[src/alu_rs_pkg.sv]
package alu_rs_pkg;

	// data path width
	localparam int xlen = 32;
	// rob tag width, 16 tags in flight
	localparam int tag_w = 4;

	// major opcodes seen by the integer path
	typedef enum logic [6:0] {
		op_lui   = 7'b0110111,
		op_auipc = 7'b0010111,
		op_jal   = 7'b1101111,
		op_jalr  = 7'b1100111,
		op_br    = 7'b1100011,
		op_imm   = 7'b0010011,
		op_reg   = 7'b0110011
	} rv_opcode_e;

	// funct3 of op_imm and op_reg
	typedef enum logic [2:0] {
		add  = 3'b000,
		sll  = 3'b001,
		slt  = 3'b010,
		sltu = 3'b011,
		axor = 3'b100,
		sr   = 3'b101,
		aor  = 3'b110,
		aand = 3'b111
	} arith_f3_e;

	// alu operations
	// add, sll, xor, srl, or, and share the funct3 code
	typedef enum logic [2:0] {
		alu_add = 3'b000,
		alu_sll = 3'b001,
		alu_sra = 3'b010,
		alu_sub = 3'b011,
		alu_xor = 3'b100,
		alu_srl = 3'b101,
		alu_or  = 3'b110,
		alu_and = 3'b111
	} alu_op_e;

	// compare operations, encoded as the branch funct3
	typedef enum logic [2:0] {
		cmp_beq  = 3'b000,
		cmp_bne  = 3'b001,
		cmp_blt  = 3'b100,
		cmp_bge  = 3'b101,
		cmp_bltu = 3'b110,
		cmp_bgeu = 3'b111
	} cmp_op_e;

	// one instruction word, read as r-type fields or as an immediate body
	typedef union packed {
		struct packed {
			logic [6:0] funct7;
			logic [4:0] rs2;
			logic [4:0] rs1;
			logic [2:0] funct3;
			logic [4:0] rd;
			rv_opcode_e opcode;
		} r;
		struct packed {
			logic [24:0] body;
			rv_opcode_e  opcode;
		} i;
	} insn_u;

	// survivors run from front up to stop, wrapping around
	// front equal to stop leaves nothing alive
	function automatic logic in_window(input logic [tag_w-1:0] front,
			input logic [tag_w-1:0] stop, input logic [tag_w-1:0] tag);
		if (front < stop)
			return (tag >= front) && (tag < stop);
		if (front > stop)
			return (tag >= front) || (tag < stop);
		return 1'b0;
	endfunction

endpackage

[src/alu_rs_top.sv]
`timescale 1ns/1ps

module alu_rs_top import alu_rs_pkg::*; #(
	parameter  int rs_size = 8,
	localparam int cnt_w   = $clog2(rs_size + 1)
) (
	input  logic             clk,
	input  logic             rst,
	input  logic             issue_valid,
	input  logic [xlen-1:0]  issue_pc,
	input  insn_u            issue_insn,
	input  logic [tag_w-1:0] issue_tag,
	input  logic             src1_busy,
	input  logic [xlen-1:0]  src1_val,
	input  logic             src2_busy,
	input  logic [xlen-1:0]  src2_val,
	input  logic             rob_bc_valid,
	input  logic [tag_w-1:0] rob_bc_tag,
	input  logic [xlen-1:0]  rob_bc_value,
	input  logic             flush_valid,
	input  logic [tag_w-1:0] flush_front,
	input  logic [tag_w-1:0] flush_tag,
	output logic             result_valid,
	output logic [tag_w-1:0] result_tag,
	output logic [xlen-1:0]  result_value,
	output logic [cnt_w-1:0] free_count
);

	localparam int idx_w = $clog2(rs_size);

	// decode to station
	logic             dec_valid;
	logic [tag_w-1:0] dec_tag;
	alu_op_e          dec_alu_op;
	cmp_op_e          dec_cmp_op;
	logic             dec_is_cmp;
	logic             dec_busy1;
	logic [xlen-1:0]  dec_op1;
	logic             dec_busy2;
	logic [xlen-1:0]  dec_op2;

	// station to select
	logic [rs_size-1:0] ready;
	logic [tag_w-1:0] ent_tag [rs_size];
	alu_op_e          ent_alu_op [rs_size];
	cmp_op_e          ent_cmp_op [rs_size];
	logic [rs_size-1:0] ent_is_cmp;
	logic [xlen-1:0]  ent_a [rs_size];
	logic [xlen-1:0]  ent_b [rs_size];
	logic             take_valid;
	logic [idx_w-1:0] take_index;

	// select to execute
	logic             disp_valid;
	logic [tag_w-1:0] disp_tag;
	alu_op_e          disp_alu_op;
	cmp_op_e          disp_cmp_op;
	logic             disp_is_cmp;
	logic [xlen-1:0]  disp_a;
	logic [xlen-1:0]  disp_b;

	issue_decode u_issue_decode (
		.clk, .rst,
		.issue_valid, .issue_pc, .issue_insn, .issue_tag,
		.src1_busy, .src1_val, .src2_busy, .src2_val,
		.flush_valid, .flush_front, .flush_tag,
		.dec_valid, .dec_tag, .dec_alu_op, .dec_cmp_op, .dec_is_cmp,
		.dec_busy1, .dec_op1, .dec_busy2, .dec_op2
	);

	// result bus feeds back into the station as the cdb
	reservation_station #(.rs_size(rs_size)) u_reservation_station (
		.clk, .rst,
		.dec_valid, .dec_tag, .dec_alu_op, .dec_cmp_op, .dec_is_cmp,
		.dec_busy1, .dec_op1, .dec_busy2, .dec_op2,
		.cdb_valid(result_valid), .cdb_tag(result_tag), .cdb_value(result_value),
		.rob_bc_valid, .rob_bc_tag, .rob_bc_value,
		.flush_valid, .flush_front, .flush_tag,
		.take_valid, .take_index,
		.ready, .ent_tag, .ent_alu_op, .ent_cmp_op, .ent_is_cmp, .ent_a, .ent_b,
		.free_count
	);

	issue_select #(.rs_size(rs_size)) u_issue_select (
		.clk, .rst,
		.ready, .ent_tag, .ent_alu_op, .ent_cmp_op, .ent_is_cmp, .ent_a, .ent_b,
		.flush_valid, .flush_front, .flush_tag,
		.take_valid, .take_index,
		.disp_valid, .disp_tag, .disp_alu_op, .disp_cmp_op, .disp_is_cmp,
		.disp_a, .disp_b
	);

	exec_unit u_exec_unit (
		.clk, .rst,
		.disp_valid, .disp_tag, .disp_alu_op, .disp_cmp_op, .disp_is_cmp,
		.disp_a, .disp_b,
		.flush_valid, .flush_front, .flush_tag,
		.cdb_valid(result_valid), .cdb_tag(result_tag), .cdb_value(result_value)
	);

endmodule

[src/exec_unit.sv]
`timescale 1ns/1ps

module exec_unit import alu_rs_pkg::*; (
	input  logic             clk,
	input  logic             rst,
	input  logic             disp_valid,
	input  logic [tag_w-1:0] disp_tag,
	input  alu_op_e          disp_alu_op,
	input  cmp_op_e          disp_cmp_op,
	input  logic             disp_is_cmp,
	input  logic [xlen-1:0]  disp_a,
	input  logic [xlen-1:0]  disp_b,
	input  logic             flush_valid,
	input  logic [tag_w-1:0] flush_front,
	input  logic [tag_w-1:0] flush_tag,
	output logic             cdb_valid,
	output logic [tag_w-1:0] cdb_tag,
	output logic [xlen-1:0]  cdb_value
);

	logic [4:0]      shamt;
	logic [xlen-1:0] alu_res;
	logic            cmp_res;
	logic [xlen-1:0] result;

	// shifts use only the low five bits
	assign shamt = disp_b[4:0];

	always_comb begin
		case (disp_alu_op)
			alu_add: alu_res = disp_a + disp_b;
			alu_sub: alu_res = disp_a - disp_b;
			alu_sll: alu_res = disp_a << shamt;
			alu_srl: alu_res = disp_a >> shamt;
			alu_sra: alu_res = $unsigned($signed(disp_a) >>> shamt);
			alu_xor: alu_res = disp_a ^ disp_b;
			alu_or:  alu_res = disp_a | disp_b;
			alu_and: alu_res = disp_a & disp_b;
			default: alu_res = '0;
		endcase
	end

	always_comb begin
		case (disp_cmp_op)
			cmp_beq:  cmp_res = disp_a == disp_b;
			cmp_bne:  cmp_res = disp_a != disp_b;
			cmp_blt:  cmp_res = $signed(disp_a) < $signed(disp_b);
			cmp_bge:  cmp_res = $signed(disp_a) >= $signed(disp_b);
			cmp_bltu: cmp_res = disp_a < disp_b;
			cmp_bgeu: cmp_res = disp_a >= disp_b;
			default:  cmp_res = 1'b0;
		endcase
	end

	// compare outcome goes out zero extended in bit 0
	assign result = disp_is_cmp ? {{(xlen - 1){1'b0}}, cmp_res} : alu_res;

	// broadcast strobe, squashed results are never sent
	always_ff @(posedge clk) begin
		if (rst)
			cdb_valid <= 1'b0;
		else if (flush_valid)
			cdb_valid <= disp_valid && in_window(flush_front, flush_tag, disp_tag);
		else
			cdb_valid <= disp_valid;
	end

	always_ff @(posedge clk) begin
		if (disp_valid) begin
			cdb_tag   <= disp_tag;
			cdb_value <= result;
		end
	end

endmodule

[src/issue_decode.sv]
`timescale 1ns/1ps

module issue_decode import alu_rs_pkg::*; (
	input  logic             clk,
	input  logic             rst,
	input  logic             issue_valid,
	input  logic [xlen-1:0]  issue_pc,
	input  insn_u            issue_insn,
	input  logic [tag_w-1:0] issue_tag,
	input  logic             src1_busy,
	input  logic [xlen-1:0]  src1_val,
	input  logic             src2_busy,
	input  logic [xlen-1:0]  src2_val,
	input  logic             flush_valid,
	input  logic [tag_w-1:0] flush_front,
	input  logic [tag_w-1:0] flush_tag,
	output logic             dec_valid,
	output logic [tag_w-1:0] dec_tag,
	output alu_op_e          dec_alu_op,
	output cmp_op_e          dec_cmp_op,
	output logic             dec_is_cmp,
	output logic             dec_busy1,
	output logic [xlen-1:0]  dec_op1,
	output logic             dec_busy2,
	output logic [xlen-1:0]  dec_op2
);

	logic [xlen-1:0] i_imm;
	logic [xlen-1:0] u_imm;
	logic [xlen-1:0] j_imm;
	arith_f3_e       f3;
	// funct7 bit 5 picks sub and sra
	logic            alt;
	alu_op_e         alu_op_d;
	cmp_op_e         cmp_op_d;
	logic            is_cmp_d;
	logic            busy1_d;
	logic [xlen-1:0] op1_d;
	logic            busy2_d;
	logic [xlen-1:0] op2_d;

	// immediates out of the 25 bit body, body[24] is insn[31]
	assign i_imm = {{20{issue_insn.i.body[24]}}, issue_insn.i.body[24:13]};
	assign u_imm = {issue_insn.i.body[24:5], 12'b0};
	assign j_imm = {{11{issue_insn.i.body[24]}}, issue_insn.i.body[24],
		issue_insn.i.body[12:5], issue_insn.i.body[13], issue_insn.i.body[23:14], 1'b0};

	assign f3  = arith_f3_e'(issue_insn.r.funct3);
	assign alt = issue_insn.r.funct7[5];

	always_comb begin
		// register operands pass through unless the opcode says otherwise
		alu_op_d = alu_add;
		cmp_op_d = cmp_beq;
		is_cmp_d = 1'b0;
		busy1_d  = src1_busy;
		op1_d    = src1_val;
		busy2_d  = src2_busy;
		op2_d    = src2_val;
		case (issue_insn.r.opcode)
			op_lui: begin
				busy1_d = 1'b0;
				op1_d   = u_imm;
				busy2_d = 1'b0;
				op2_d   = '0;
			end
			op_auipc: begin
				busy1_d = 1'b0;
				op1_d   = issue_pc;
				busy2_d = 1'b0;
				op2_d   = u_imm;
			end
			op_jal: begin
				busy1_d = 1'b0;
				op1_d   = issue_pc;
				busy2_d = 1'b0;
				op2_d   = j_imm;
			end
			op_jalr: begin
				busy2_d = 1'b0;
				op2_d   = i_imm;
			end
			op_br: begin
				is_cmp_d = 1'b1;
				cmp_op_d = cmp_op_e'(issue_insn.r.funct3);
			end
			op_imm, op_reg: begin
				// immediate form replaces rs2
				if (issue_insn.r.opcode == op_imm) begin
					busy2_d = 1'b0;
					op2_d   = i_imm;
				end
				case (f3)
					add:  alu_op_d = (issue_insn.r.opcode == op_reg && alt) ? alu_sub : alu_add;
					sll:  alu_op_d = alu_sll;
					slt: begin
						is_cmp_d = 1'b1;
						cmp_op_d = cmp_blt;
					end
					sltu: begin
						is_cmp_d = 1'b1;
						cmp_op_d = cmp_bltu;
					end
					axor: alu_op_d = alu_xor;
					sr:   alu_op_d = alt ? alu_sra : alu_srl;
					aor:  alu_op_d = alu_or;
					aand: alu_op_d = alu_and;
					default: ;
				endcase
			end
			default: ;
		endcase
	end

	// valid strobe, an issue outside the flush window is dropped
	always_ff @(posedge clk) begin
		if (rst)
			dec_valid <= 1'b0;
		else if (flush_valid)
			dec_valid <= issue_valid && in_window(flush_front, flush_tag, issue_tag);
		else
			dec_valid <= issue_valid;
	end

	always_ff @(posedge clk) begin
		if (issue_valid) begin
			dec_tag    <= issue_tag;
			dec_alu_op <= alu_op_d;
			dec_cmp_op <= cmp_op_d;
			dec_is_cmp <= is_cmp_d;
			dec_busy1  <= busy1_d;
			dec_op1    <= op1_d;
			dec_busy2  <= busy2_d;
			dec_op2    <= op2_d;
		end
	end

endmodule

[src/issue_select.sv]
`timescale 1ns/1ps

module issue_select import alu_rs_pkg::*; #(
	parameter  int rs_size = 8,
	localparam int idx_w   = $clog2(rs_size)
) (
	input  logic             clk,
	input  logic             rst,
	input  logic [rs_size-1:0] ready,
	input  logic [tag_w-1:0] ent_tag [rs_size],
	input  alu_op_e          ent_alu_op [rs_size],
	input  cmp_op_e          ent_cmp_op [rs_size],
	input  logic [rs_size-1:0] ent_is_cmp,
	input  logic [xlen-1:0]  ent_a [rs_size],
	input  logic [xlen-1:0]  ent_b [rs_size],
	input  logic             flush_valid,
	input  logic [tag_w-1:0] flush_front,
	input  logic [tag_w-1:0] flush_tag,
	output logic             take_valid,
	output logic [idx_w-1:0] take_index,
	output logic             disp_valid,
	output logic [tag_w-1:0] disp_tag,
	output alu_op_e          disp_alu_op,
	output cmp_op_e          disp_cmp_op,
	output logic             disp_is_cmp,
	output logic [xlen-1:0]  disp_a,
	output logic [xlen-1:0]  disp_b
);

	// priority encoder, lowest index wins
	always_comb begin
		take_valid = 1'b0;
		take_index = '0;
		for (int i = rs_size - 1; i >= 0; i--) begin
			if (ready[i]) begin
				take_valid = 1'b1;
				take_index = idx_w'(i);
			end
		end
	end

	// dispatch strobe, a squashed pick never reaches execute
	always_ff @(posedge clk) begin
		if (rst)
			disp_valid <= 1'b0;
		else if (flush_valid)
			disp_valid <= take_valid && in_window(flush_front, flush_tag, ent_tag[take_index]);
		else
			disp_valid <= take_valid;
	end

	always_ff @(posedge clk) begin
		if (take_valid) begin
			disp_tag    <= ent_tag[take_index];
			disp_alu_op <= ent_alu_op[take_index];
			disp_cmp_op <= ent_cmp_op[take_index];
			disp_is_cmp <= ent_is_cmp[take_index];
			disp_a      <= ent_a[take_index];
			disp_b      <= ent_b[take_index];
		end
	end

endmodule

[src/reservation_station.sv]
`timescale 1ns/1ps

module reservation_station import alu_rs_pkg::*; #(
	parameter  int rs_size = 8,
	localparam int idx_w   = $clog2(rs_size),
	localparam int cnt_w   = $clog2(rs_size + 1)
) (
	input  logic             clk,
	input  logic             rst,
	input  logic             dec_valid,
	input  logic [tag_w-1:0] dec_tag,
	input  alu_op_e          dec_alu_op,
	input  cmp_op_e          dec_cmp_op,
	input  logic             dec_is_cmp,
	input  logic             dec_busy1,
	input  logic [xlen-1:0]  dec_op1,
	input  logic             dec_busy2,
	input  logic [xlen-1:0]  dec_op2,
	input  logic             cdb_valid,
	input  logic [tag_w-1:0] cdb_tag,
	input  logic [xlen-1:0]  cdb_value,
	input  logic             rob_bc_valid,
	input  logic [tag_w-1:0] rob_bc_tag,
	input  logic [xlen-1:0]  rob_bc_value,
	input  logic             flush_valid,
	input  logic [tag_w-1:0] flush_front,
	input  logic [tag_w-1:0] flush_tag,
	input  logic             take_valid,
	input  logic [idx_w-1:0] take_index,
	output logic [rs_size-1:0] ready,
	output logic [tag_w-1:0] ent_tag [rs_size],
	output alu_op_e          ent_alu_op [rs_size],
	output cmp_op_e          ent_cmp_op [rs_size],
	output logic [rs_size-1:0] ent_is_cmp,
	output logic [xlen-1:0]  ent_a [rs_size],
	output logic [xlen-1:0]  ent_b [rs_size],
	output logic [cnt_w-1:0] free_count
);

	logic [rs_size-1:0] ent_valid;
	// operand holds a tag while its busy bit is set
	logic [rs_size-1:0] ent_busy1;
	logic [rs_size-1:0] ent_busy2;
	logic               has_free;
	logic [idx_w-1:0]   free_idx;
	logic               dec_write;

	// capture an operand when either broadcast carries its tag
	// the own bus wins if both match
	function automatic logic [xlen:0] wake(input logic busy, input logic [xlen-1:0] val);
		if (busy && cdb_valid && val[tag_w-1:0] == cdb_tag)
			return {1'b0, cdb_value};
		if (busy && rob_bc_valid && val[tag_w-1:0] == rob_bc_tag)
			return {1'b0, rob_bc_value};
		return {busy, val};
	endfunction

	// lowest free slot and count of free slots
	always_comb begin
		has_free   = 1'b0;
		free_idx   = '0;
		free_count = '0;
		for (int i = rs_size - 1; i >= 0; i--) begin
			if (!ent_valid[i]) begin
				has_free = 1'b1;
				free_idx = idx_w'(i);
			end
		end
		for (int i = 0; i < rs_size; i++) begin
			if (!ent_valid[i])
				free_count = free_count + cnt_w'(1);
		end
	end

	// ready once both operands hold values
	always_comb begin
		for (int i = 0; i < rs_size; i++)
			ready[i] = ent_valid[i] && !ent_busy1[i] && !ent_busy2[i];
	end

	// a decoded item still has to survive a flush in the same cycle
	assign dec_write = dec_valid && has_free &&
		(!flush_valid || in_window(flush_front, flush_tag, dec_tag));

	// occupancy
	always_ff @(posedge clk) begin
		if (rst) begin
			ent_valid <= '0;
		end else begin
			for (int i = 0; i < rs_size; i++) begin
				// dispatched entry leaves
				if (take_valid && take_index == idx_w'(i))
					ent_valid[i] <= 1'b0;
				// squashed entry leaves
				if (flush_valid && !in_window(flush_front, flush_tag, ent_tag[i]))
					ent_valid[i] <= 1'b0;
			end
			// free slot is never the taken one
			if (dec_write)
				ent_valid[free_idx] <= 1'b1;
		end
	end

	// entry payload and operand wakeup
	always_ff @(posedge clk) begin
		for (int i = 0; i < rs_size; i++) begin
			{ent_busy1[i], ent_a[i]} <= wake(ent_busy1[i], ent_a[i]);
			{ent_busy2[i], ent_b[i]} <= wake(ent_busy2[i], ent_b[i]);
		end
		if (dec_write) begin
			ent_tag[free_idx]    <= dec_tag;
			ent_alu_op[free_idx] <= dec_alu_op;
			ent_cmp_op[free_idx] <= dec_cmp_op;
			ent_is_cmp[free_idx] <= dec_is_cmp;
			// a broadcast on the write edge is caught here
			{ent_busy1[free_idx], ent_a[free_idx]} <= wake(dec_busy1, dec_op1);
			{ent_busy2[free_idx], ent_b[free_idx]} <= wake(dec_busy2, dec_op2);
		end
	end

endmodule

[config.mk]
export PLATFORM = sky130hd
export DESIGN_NAME = alu_rs_top
export DESIGN_NICKNAME = d
export VERILOG_FILES = /design/src/alu_rs_pkg.sv /design/src/alu_rs_top.sv /design/src/exec_unit.sv /design/src/issue_decode.sv /design/src/issue_select.sv /design/src/reservation_station.sv
export SDC_FILE = /design/constraint.sdc
export NUM_CORES = 2
export LEC_CHECK = 0
export BUFFER_PORTS_ARGS = -buffer_cell sky130_fd_sc_hd__buf_4
export CORE_MARGIN = 1
export CORE_UTILIZATION = 40
export CTS_CLUSTER_SIZE = 10
export DETAILED_ROUTE_END_ITERATION = 8
export SKIP_CTS_REPAIR_TIMING = 1
export SYNTH_ARGS = -nofsm -noshare
export SYNTH_HDL_FRONTEND = slang
export SYNTH_SLANG_ARGS = --single-unit
[constraint.sdc]
create_clock -name clk -period 4.3 [get_ports clk]
set_input_delay 0.215 -clock clk [delete_from_list [all_inputs] [get_ports clk]]
set_output_delay 0.215 -clock clk [all_outputs]
set_load 0.05 [all_outputs]
==> metrics.md <==
| Metric | Value |
|---|---|
| Outcome | complete, but fails checks |
| Failing checks | setup timing |
| Area Overhead vs Synth | 14.4% |
| Path type of the worst min-delay path | primary input to flop |
| Critical Path Sink Type | output pin |
| Num rows | 138 |
| Post-synth EDFFs | 276 |
| Fillers | 13658 |
| CP Data Arrival Time | 4.19 ns |
| P_sw | 7.31 mW |
| DR pass1 iterations | 8 |
| CTS Buffer Depth | 3 |
| Synth Warn # | 0 |
| First-pass GRT wire length | 343000 um |
| Post-Place Worst Slack | 0.155 ns |
| DR WL/cell | 26.7 um |
| Post-synth top cells | nand2_1, a21oi_1, nor2_1 |
| Switching share of power | 0.314 |
| Part of the power in registers | 0.406 |
| Unrepaired setup endpoints after global routing | true |
| Clock Skew | 0.0674 ns |
| GRT Total Usage | 0.315 |
| Largest net degree at the start of global routing | 147 |
| Final Setup Violations | 3 |
| Syn Std Cell Area | 0.0575 sq mm |
| Synth Register Bits | 815 |
| Final GP Congestion | 0.979 |
| Initial antenna violation count | 13 |
| Die Span Y | 381 um |
| Max cap viols | 0 |
| Share of the synthesized area in the top cell type | 0.188 |
| Most numerous cell in the Yosys netlist | nand2_1 |
| Initial DRC count | 6820 |
| Via density per instance | 6.11 |
| Power Total | 23.3 mW |
| IO Pins | 224 |
| Clock slew at reported path FFs | 0.06 ns |
| DRC | 0 |
| H-tree levels | 3 |
| WL final | 239000 um |
| Crit-path max FO | 2 |
| Mean Syn Cell Area | 8.25 sq um |
| Logic gate share of total power | 0.236 |
| Later-pin clock latency in the skew report | 0.75 ns |
| Die Wd | 381 um |
| Post-synthesis instance total | 6975 |
| Post-synth top area cell | dfxtp_1 |
| IO buf count | 218 |
| Maximum VDD drop | 0.322 mV |
| Critical path data required time | 4.09 ns |
| Ys flop type | dfxtp_1 |
| Min cycle time layout | 4.41 ns |
| Hold Fails Final Rpt | 0 |
| Worst-Margin Slew | 1.42 ns |
| Async SR Flop Fraction | 0 |
| Die area | 0.145 sq mm |
| Vias | 54786 |
| Post-detail-place hpwl | 156000 um |
| Post-Route Utilization | 0.463 |
| Root Buffer | clkbuf_16 |
| Number of buffers created by CTS | 100 |
| Total grt overflow | 0 |
| Layout cells sized above 1 | 0.165 |
| Largest cells by area after synthesis | dfxtp_1, edfxtp_1, mux2i_1, mux2_2, nand2_1 |
| Setup TNS | -0.138 ns |
| Post-route ant nets | 0 |
| Fmax | 227 MHz |
| Leakage | 30.1 nW |
| Count of different cell masters after synthesis | 101 |
| Vias in the first global route | 49616 |
| Worst Slack Setup Final | -0.110 ns |
| Pint | 15.9 mW |
| Initial Utilization | 0.405 |
| Core region area | 0.142 sq mm |
| CTS tree | yes |
| Rel. slew slack | 0.0548 |
| Pwr Density | 353 mW/mm^2 |
| Post-synth net total | 7352 |
| Fin. max-slew vios | 0 |
| Critical Path Start Type | flop |
| Critical Setup Path Class | flop to output pin |
| Sequential-to-total area share from yosys stat | 0.332 |
| Final #Nets | 7370 |
| Clock power share | 0.358 |
| Final worst-path cycle share | 1.03 |
| CTS Sinks | 815 |
==> metrics by stage <==
stage	std cells	hold slack, ns	area, sq um
detailed placement	8651	0.413	61100
finish	8967	0.0238	65800
global placement	8651	0.412	61100
global route	8964	0.00959	65800
floorplan	6975	0.314	57500
CTS	8834	-0.356	64300
==> layout by cell type, fill, tap and decap left out, types with 13 or more instances in the layout <==
cell and n:
a21o_1 41, nor2b_1 14, a221o_1 28, mux2_2 448, nor3_1 65, edfxtp_1 276
mux4_2 21, buf_12 37, nand2b_1 34, o211ai_1 53, mux2i_1 646, clkbuf_8 19
a22o_1 26, and2_1 15, dlygate4sd3_1 127, a22oi_1 33, xnor2_1 58, o21ai_0 419
a21oi_1 698, ha_1 186, a21boi_0 17, xor2_1 80, a211oi_1 22, o21bai_1 14
o22ai_1 21, a31oi_1 27, nand4_1 45, a222oi_1 21, mux2_4 21, a221oi_1 26
nand2_1 991, nand3_1 307, o31ai_1 13, clkbuf_16 101, inv_1 174, nor2_1 687
clkbuf_1 51, dfxtp_1 535, and3_1 13, buf_4 409
==> registers in the layout, indices dropped and copies added (netlist names), 24 cells and up <==
signal	cells
u_issue_decode.dec_op1	32
u_issue_decode.dec_op2	32
u_issue_select.disp_b	32
u_issue_select.disp_a	32
u_reservation_station.ent_b	256
u_exec_unit.cdb_value	32
u_reservation_station.ent_a	256
u_reservation_station.ent_tag	32
u_reservation_station.ent_cmp_op	24
u_reservation_station.ent_alu_op	24
==> per-layer routing <==
| layer | part of all wire | GRT usage | vias to the layer above |
|---|---|---|---|
| li1 | - | - | 24703 |
| met1 | 0.41 | 0.439 | 26346 |
| met2 | 0.43 | 0.474 | 3182 |
| met3 | 0.11 | 0.0636 | 551 |
| met4 | 0.042 | 0.124 | 4 |
| met5 | 0.00013 | 0 | - |
==> power by group through the flow <==
stage | clock network (mW) | registers [mW] | logic (mW)
6_report | 8.33 | 9.44 | 5.49
5_1_grt | 8.72 | 9.51 | 5.90
4_1_cts | 8.40 | 9.42 | 5.20
3_5_place_dp | 0 | 9.58 | 5.18
3_3_place_gp | 0 | 9.55 | 5.09
2_1_floorplan | 0 | 9.37 | 3.52
==> critical path: stages (launching register included) <==
cell	delay, ns
dfxtp_2	0.34
inv_2	0.05
ha_4	0.26
xnor2_4	0.19
ha_4	0.23
mux2i_4	0.15
inv_2	0.07
ha_4	0.25
nor2_4	0.10
a21oi_2	0.04
ha_1	0.30
mux2i_1	0.16
inv_1	0.10
ha_4	0.28
nor2_4	0.03
a21oi_4	0.16
ha_4	0.15
nor2b_4	0.15
xnor2_2	0.14
xnor2_2	0.14
buf_6	0.17
==> path summary, 6_finish.rpt <==
kind	from	end	slack [ns]	cells after the start
max	u_reservation_station.ent_valid[1]	free_count[2]	-0.11	20
min	rob_bc_value[13]	u_reservation_station.ent_b[109]	0.02	5
max reg2reg	u_reservation_station.ent_valid[4]	u_issue_select.disp_a[6]	0.05	8
min reg2reg	u_issue_select.disp_tag[0]	u_exec_unit.cdb_tag[0]	0.46	0
==> cell type report <==
type | count | area (sq um) | area share
Inverter | 180 | 676 | 0.0103
Multi-Input combinational cell | 5320 | 35400 | 0.538
Antenna cell | 3 | 7.51 | 0.000114
Clock inverter | 12 | 204 | 0.00310
Tap cell | 1890 | 2360 | 0.0359
Sequential cell | 815 | 19100 | 0.290
Timing Repair Buffer | 576 | 5120 | 0.0778
Clock buffer | 171 | 2980 | 0.0453
==> cells by family (layout without fill, tap and decap cells) <==
| group | Yosys count | after routing | share of synthesized area |
|---|---|---|---|
| AOI/OAI and AO/OA | 1589 | 1589 | 0.164 |
| xor gates and xnor gates | 143 | 143 | 0.0222 |
| adders and majority gates | 194 | 194 | 0.0425 |
| buffers and inverters | 840 | 939 | 0.0603 |
| DFF | 815 | 815 | 0.332 |
| muxes | 1138 | 1138 | 0.214 |
| other | 0 | 3 | 0 |
| and+or+nand+nor | 2256 | 2256 | 0.165 |
Note: power is estimated with default switching activity, not from simulation.
